<file path="config.mk">
export PLATFORM = sky130hd
export DESIGN_NAME = rv_div_unit
export DESIGN_NICKNAME = d
export VERILOG_FILES = /design/src/rv_isa_pkg.sv /design/src/div_pipe_pkg.sv /design/src/div_pipe_if.sv /design/src/div_operand_prep.sv /design/src/div_result_fix.sv /design/src/div_stage.sv /design/src/rv_div_unit.sv
export SDC_FILE = /design/constraint.sdc
export NUM_CORES = 2
export LEC_CHECK = 0
export BUFFER_PORTS_ARGS = -buffer_cell sky130_fd_sc_hd__buf_2
export CORE_MARGIN = 3
export CORE_UTILIZATION = 54
export DETAILED_ROUTE_END_ITERATION = 8
export PLACE_DENSITY = 0.75
export SETUP_SLACK_MARGIN = 0.15
export SLEW_MARGIN = 20
export SYNTH_ARGS = -nofsm -noshare
export SYNTH_HDL_FRONTEND = slang
export SYNTH_SLANG_ARGS = --single-unit
</file>
<file path="constraint.sdc">
create_clock -name clk -period 31.9 [get_ports clk]
set_clock_uncertainty 0.1 [all_clocks]
set_input_delay 7.975 -clock clk [delete_from_list [all_inputs] [get_ports clk]]
set_output_delay 7.975 -clock clk [all_outputs]
set_load 0.03 [all_outputs]
</file>
<file path="src/rv_isa_pkg.sv">
// rv32 isa definitions shared by the divide unit, word type and divide opcodes
`default_nettype none

package rv_isa_pkg;

  // architectural register width
  localparam int XLEN = 32;

  // one register-sized value
  typedef logic [XLEN-1:0] word_t;

  // divide opcodes use the rv32m funct3 encoding
  // bit 0 set marks the unsigned forms
  // bit 1 set selects the remainder instead of the quotient
  typedef enum logic [2:0] {
    OP_DIV  = 3'b100,
    OP_DIVU = 3'b101,
    OP_REM  = 3'b110,
    OP_REMU = 3'b111
  } div_op_e;

  // most negative signed value, the operand of the overflow case
  localparam word_t WORD_MIN = {1'b1, {(XLEN-1){1'b0}}};

  // quotient returned for a zero divisor
  localparam word_t WORD_ONES = '1;

endpackage : rv_isa_pkg

`default_nettype wire

</file>
<file path="src/div_pipe_pkg.sv">
// divider pipeline constants, stage count and request-to-result latency
`default_nettype none

package div_pipe_pkg;

  import rv_isa_pkg::*;

  // identical iteration stages between prep and fixup
  localparam int DIV_STAGES = 8;

  // quotient bits resolved in each stage
  // the full word is covered once every stage has run
  localparam int BITS_PER_STAGE = XLEN / DIV_STAGES;

  // cycles spent in operand prep and in result fixup
  localparam int PREP_CYCLES = 1;
  localparam int FIX_CYCLES = 1;

  // clock cycles from request to result
  localparam int DIV_LATENCY = PREP_CYCLES + DIV_STAGES + FIX_CYCLES;

  // a new request may enter every cycle, so this many can be in flight
  localparam int MAX_IN_FLIGHT = DIV_LATENCY;

endpackage : div_pipe_pkg

`default_nettype wire

</file>
<file path="src/div_pipe_if.sv">
// stage-to-stage link of the divide pipeline, one operation per link
`default_nettype none
`timescale 1ns/1ps

interface div_pipe_if import rv_isa_pkg::*;
();

  // operation present on this link
  logic    valid;
  div_op_e op;

  // partial remainder
  word_t   rem;
  // quotient bits so far, remaining dividend bits above them
  word_t   quo;
  // divisor magnitude
  word_t   dvs;

  // sign and special-case flags for the fixup
  logic    neg_quo;
  logic    neg_rem;
  logic    div_zero;

  modport src (
    output valid, op, rem, quo, dvs, neg_quo, neg_rem, div_zero
  );

  modport dst (
    input valid, op, rem, quo, dvs, neg_quo, neg_rem, div_zero
  );

endinterface : div_pipe_if

`default_nettype wire

</file>
<file path="src/div_operand_prep.sv">
// divider input step, takes operand magnitudes and records sign and zero flags
`default_nettype none
`timescale 1ns/1ps

module div_operand_prep import rv_isa_pkg::*;
(
  input  logic    clk,
  input  logic    rst,
  input  logic    in_valid,
  input  div_op_e op,
  input  word_t   dividend,
  input  word_t   divisor,
  div_pipe_if.src link
);

  logic  is_signed;
  logic  dvd_neg;
  logic  dvs_neg;
  word_t dvd_mag;
  word_t dvs_mag;

  // DIV and REM treat both operands as two's complement
  assign is_signed = (op == OP_DIV) || (op == OP_REM);

  assign dvd_neg = is_signed && dividend[XLEN-1];
  assign dvs_neg = is_signed && divisor[XLEN-1];

  // the most negative dividend maps onto itself, read as unsigned 2^31
  assign dvd_mag = dvd_neg ? -dividend : dividend;
  assign dvs_mag = dvs_neg ? -divisor : divisor;

  always_ff @(posedge clk) begin
    if (rst) begin
      link.valid <= 1'b0;
    end else begin
      link.valid <= in_valid;
    end
  end

  // payload follows the valid bit without a reset
  always_ff @(posedge clk) begin
    link.op       <= op;
    link.rem      <= '0;
    link.quo      <= dvd_mag;
    link.dvs      <= dvs_mag;
    // quotient is negative when the operand signs differ
    link.neg_quo  <= dvd_neg ^ dvs_neg;
    // remainder takes the sign of the dividend
    link.neg_rem  <= dvd_neg;
    link.div_zero <= (divisor == '0);
  end

endmodule : div_operand_prep

`default_nettype wire

</file>
<file path="src/div_result_fix.sv">
// divider output step, applies sign and zero-divisor rules and registers result
`default_nettype none
`timescale 1ns/1ps

module div_result_fix import rv_isa_pkg::*;
(
  input  logic    clk,
  input  logic    rst,
  div_pipe_if.dst link,
  output logic    out_valid,
  output word_t   result
);

  word_t quo_fixed;
  word_t rem_fixed;
  word_t res_sel;

  // zero divisor returns all ones regardless of sign
  // signed overflow needs nothing extra, negating 2^31 gives the dividend back
  always_comb begin
    if (link.div_zero) begin
      quo_fixed = WORD_ONES;
    end else if (link.neg_quo) begin
      quo_fixed = -link.quo;
    end else begin
      quo_fixed = link.quo;
    end
  end

  // under a zero divisor rem holds the dividend magnitude
  // so restoring the sign returns the original dividend
  assign rem_fixed = link.neg_rem ? -link.rem : link.rem;

  always_comb begin
    case (link.op)
      OP_DIV, OP_DIVU: res_sel = quo_fixed;
      OP_REM, OP_REMU: res_sel = rem_fixed;
      default:         res_sel = rem_fixed;
    endcase
  end

  always_ff @(posedge clk) begin
    if (rst) begin
      out_valid <= 1'b0;
    end else begin
      out_valid <= link.valid;
    end
  end

  always_ff @(posedge clk) begin
    result <= res_sel;
  end

endmodule : div_result_fix

`default_nettype wire

</file>
<file path="src/div_stage.sv">
// one registered block of restoring-division iterations
`default_nettype none
`timescale 1ns/1ps

module div_stage import rv_isa_pkg::*, div_pipe_pkg::*;
(
  input  logic    clk,
  input  logic    rst,
  div_pipe_if.dst up,
  div_pipe_if.src down
);

  word_t         rem_next;
  word_t         quo_next;
  logic [XLEN:0] trial;
  logic [XLEN:0] dvs_ext;

  // one extra bit so the shifted remainder never overflows
  assign dvs_ext = {1'b0, up.dvs};

  // BITS_PER_STAGE iterations, each shifts one dividend bit into the remainder
  always_comb begin
    rem_next = up.rem;
    quo_next = up.quo;
    trial    = '0;
    for (int i = 0; i < BITS_PER_STAGE; i++) begin
      trial    = {rem_next, quo_next[XLEN-1]};
      quo_next = {quo_next[XLEN-2:0], 1'b0};
      // subtract only when the divisor fits
      if (trial >= dvs_ext) begin
        trial       = trial - dvs_ext;
        quo_next[0] = 1'b1;
      end
      // the remainder stays below the divisor, so the top bit is clear
      rem_next = trial[XLEN-1:0];
    end
  end

  always_ff @(posedge clk) begin
    if (rst) begin
      down.valid <= 1'b0;
    end else begin
      down.valid <= up.valid;
    end
  end

  always_ff @(posedge clk) begin
    down.rem      <= rem_next;
    down.quo      <= quo_next;
    // remaining fields ride along unchanged
    down.op       <= up.op;
    down.dvs      <= up.dvs;
    down.neg_quo  <= up.neg_quo;
    down.neg_rem  <= up.neg_rem;
    down.div_zero <= up.div_zero;
  end

endmodule : div_stage

`default_nettype wire

</file>
<file path="src/rv_div_unit.sv">
// pipelined rv32m divide unit, one request per cycle with fixed latency
`default_nettype none
`timescale 1ns/1ps

module rv_div_unit import rv_isa_pkg::*, div_pipe_pkg::*;
(
  input  logic    clk,
  input  logic    rst,
  input  logic    in_valid,
  input  div_op_e op,
  input  word_t   dividend,
  input  word_t   divisor,
  output logic    out_valid,
  output word_t   result
);

  // link 0 is written by prep, link DIV_STAGES is read by the fixup
  div_pipe_if link [DIV_STAGES+1] ();

  div_operand_prep u_prep (
    .clk      (clk),
    .rst      (rst),
    .in_valid (in_valid),
    .op       (op),
    .dividend (dividend),
    .divisor  (divisor),
    .link     (link[0])
  );

  // each stage resolves BITS_PER_STAGE quotient bits
  for (genvar k = 0; k < DIV_STAGES; k++) begin : g_stage
    div_stage u_stage (
      .clk  (clk),
      .rst  (rst),
      .up   (link[k]),
      .down (link[k+1])
    );
  end

  div_result_fix u_fix (
    .clk       (clk),
    .rst       (rst),
    .link      (link[DIV_STAGES]),
    .out_valid (out_valid),
    .result    (result)
  );

endmodule : rv_div_unit

`default_nettype wire

</file>
==> results.yml <==
clocking:
  cts_buffers: 100
  cts.clk_slew.worst_paths_ps: 70
  clock_tree.root_cell: "clkbuf_16"
  clockBufferDepth: 3
  htreeDepth: 3
  cts_tree: "built"
  holdBufCountCts: 0
  cts_setup_buffers: 0
  ctsResizeCount: 0
  cts.sinks: 887
  insertion_delay_ps: 750
placement:
  globalplace.congestion: 1.051
  dp.final_hpwl_um: 216400
  io_buffers: 102
  placed_cell_area_sq_mm: 0.08314
synthesis:
  synthTopCellsByArea: "dfxtp_1 (22%), ha_1 (15%), xnor2_1 (6.6%)"
  yosys.area.top_type_share_pct: 21.99
  netlist_area_sq_mm: 0.08075
  synth_fp_nets: 11030
  yosys_warnings: 0
  yosysUniqueCellTypes: 111
  synth_edf_count: 0
  synth_largest_area_cell: "dfxtp_1"
  synthMostInstantiatedCell: "ha_1"
  synth.ff_latch_count: 887
  ys_seq_area_share_pct: 21.99
  synth-async-reset-ratio_pct: 0
  syn_avg_cell_area_sq_um: 8.128
  synthCells: 9935
  netlist_top_cells_count: "ha_1 (998), a21oi_1 (960), dfxtp_1 (887)"
  synthFlopType: "dfxtp_1"
worst_setup_path:
  setup.worst_path.class: "register to register"
  slowest_delay_ps: 720
  worstSetupEndpointType: "register"
  startpoint_type: "register"
  worstPathRequired_ps: 32390
  cpMostUsedCell: "a21oi_1"
  critPathArrivalTime_ps: 16340
  cpMaxStageDelayCell: "a2111oi_0"
  worst-path-max-fanout: 43
power:
  power_density_mw_per_mm2: 123.2
  vdd_drop_max_uv: 256.1
  p_leak_nw: 40.33
status:
  status: "finished clean"
sta:
  period_needed_ps: 15850
  hold_violations: 0
  max_freq_mhz: 63.09
  tightest_slew_ps: 1119
  period_share_pct: 49.68
  finalSetupViolCount: 0
  maxSlewHeadroom_pct: 23.47
  slew_violations: 0
  rsz0062_at_grt: "false"
  finalSetupTns_ps: 0
route:
  via_per_inst: 6.349
  wl_per_cell_um: 22.26
  drc: 0
  num_vias: 76080
  drt_iter0_drc: 7602
  wl_um: 266700
  ant_nets: 0
  firstDrtPassIters: 6
final_layout:
  final_cell_area_sq_mm: 0.08654
  area_growth_pct: 7.174
  drive_above_1_share_pct: 8.684
  final_nets: 11050
floorplanning:
  std_cell_rows: 141
  dieArea_sq_mm: 0.1542
  die_y_um: 392.7
  start_util_pct: 54.49
  core-area_sq_mm: 0.1482
  ioPinCount: 103
  fp.dieW_um: 392.7
global_route:
  grt_pass1_wl_um: 403600
  grt_max_degree: 53
  antenna_found_initial: 16
  grt_overflow: 0
  grt_usage_pct: 33.18
  grt_pass1_vias: 71190
hold_path:
  min_path_type: "register to register"
run:
  cap_violations: 0
final cells by class:
type / instances / area, sq um
tap: 1930 / 2415
fill: 13430 / 61650
inverter: 605 / 2271
timing repair buffer: 145 / 833.3
clock buffer: 125 / 2716
antenna: 11 / 27.53
multi-input combinational: 8216 / 59870
clock inverter: 63 / 654.4
sequential: 887 / 17760
power by group:
group	switching (mW)	leakage, nW	internal (mW)
combinational	4.49	31.3	3.50
clock	0.529	1.63	0.659
sequential	0.154	7.38	1.32
total	5.17	40.3	5.49
final timing paths:
check	startpoint	to	slack, ps	cells past startpoint
max	g_stage[2].u_stage.down.dvs[0]$_DFF_P_	g_stage[3].u_stage.down.rem[1]$_DFF_P_	16050	54
min	g_stage[6].u_stage.down.div_zero$_DFF_P_	g_stage[7].u_stage.down.div_zero$_DFF_P_	200	0
min reg2reg	g_stage[6].u_stage.down.div_zero$_DFF_P_	g_stage[7].u_stage.down.div_zero$_DFF_P_	200	0
max reg2reg	g_stage[2].u_stage.down.dvs[0]$_DFF_P_	g_stage[3].u_stage.down.rem[1]$_DFF_P_	16050	54
cell usage in the layout (no fill, tap or decap), types with 125 or more instances in the layout:
master and count:
o21bai_1 127, nor3_1 169, ha_1 998, xor2_1 337, o21a_1 159, a21oi_1 960
dfxtp_1 886, o21ai_0 650, nor2b_1 125, mux2_2 404, nand2_1 716, nand2b_1 152
xnor2_1 607, a21o_1 385, nand4_1 141, nor2_1 678, nand3_1 218, inv_1 597
critical path: cells and delay by family, from the launching register on:
kind            cells  cell delay, ps
compound gates     30            8940
simple gates       11            2170
fa+ha+maj           5            1660
buf+inv             6            1650
flops               1             550
mux                 1             400
xor+xnor            1             150
cell families (layout without fill, tap and decap cells):
| logic type | count (synthesis) | in the layout | share of synthesized area, % |
|---|---|---|---|
| compound gates | 3111 | 3111 | 24.57 |
| xor+xnor | 944 | 944 | 10.24 |
| fa+ha+maj | 1029 | 1029 | 16.23 |
| buf+inv | 832 | 938 | 4.050 |
| flops | 887 | 887 | 21.99 |
| mux | 541 | 541 | 7.535 |
| other cells | 0 | 11 | 0 |
| simple gates | 2591 | 2591 | 15.38 |
registers in the layout (all words and copies together), names as in the netlist:
| name | cells |
|---|---|
| u_prep.link.neg_quo | 1 |
| u_fix.result | 32 |
| u_prep.link.op | 2 |
| g_stage.u_stage.down.op | 16 |
| g_stage.u_stage.down.neg_rem | 8 |
| u_prep.link.valid | 1 |
| g_stage.u_stage.down.rem | 256 |
| g_stage.u_stage.down.neg_quo | 8 |
| u_prep.link.quo | 32 |
| g_stage.u_stage.down.quo | 256 |
| g_stage.u_stage.down.div_zero | 8 |
| u_fix.out_valid | 1 |
| g_stage.u_stage.down.valid | 8 |
| u_prep.link.div_zero | 1 |
| g_stage.u_stage.down.dvs | 224 |
| u_prep.link.dvs | 32 |
| u_prep.link.neg_rem | 1 |
metal layers:
layer	GRT usage, %	vias up	wire length [um]	part of all wire (%)
li1	-	36330	-	-
met1	44.24	35760	114300	43
met2	51.56	3326	113900	43
met3	4.936	653	22250	8.3
met4	17.71	4	16170	6.1
met5	0	-	24	0.0090
metrics by stage:
| step | utilization [%] | std cells | power, mW | hold WS [ps] | worst slack (ps) |
|---|---|---|---|---|---|
| finish | 58.40 | 11980 | 10.66 | 196.4 | 16050 |
| global route | 58.38 | 11970 | 11.39 | 217.1 | 15220 |
| CTS | 58.38 | 11970 | 10.47 | 209.9 | 16290 |
| detailed placement | 56.11 | 11780 | 9.208 | 212.1 | 16390 |
| global placement | 56.10 | 11780 | 9.028 | 210.1 | 16640 |
| floorplan | - | 9935 | 7.539 | 209.6 | 19830 |
Power figures use the tool's default switching activity.
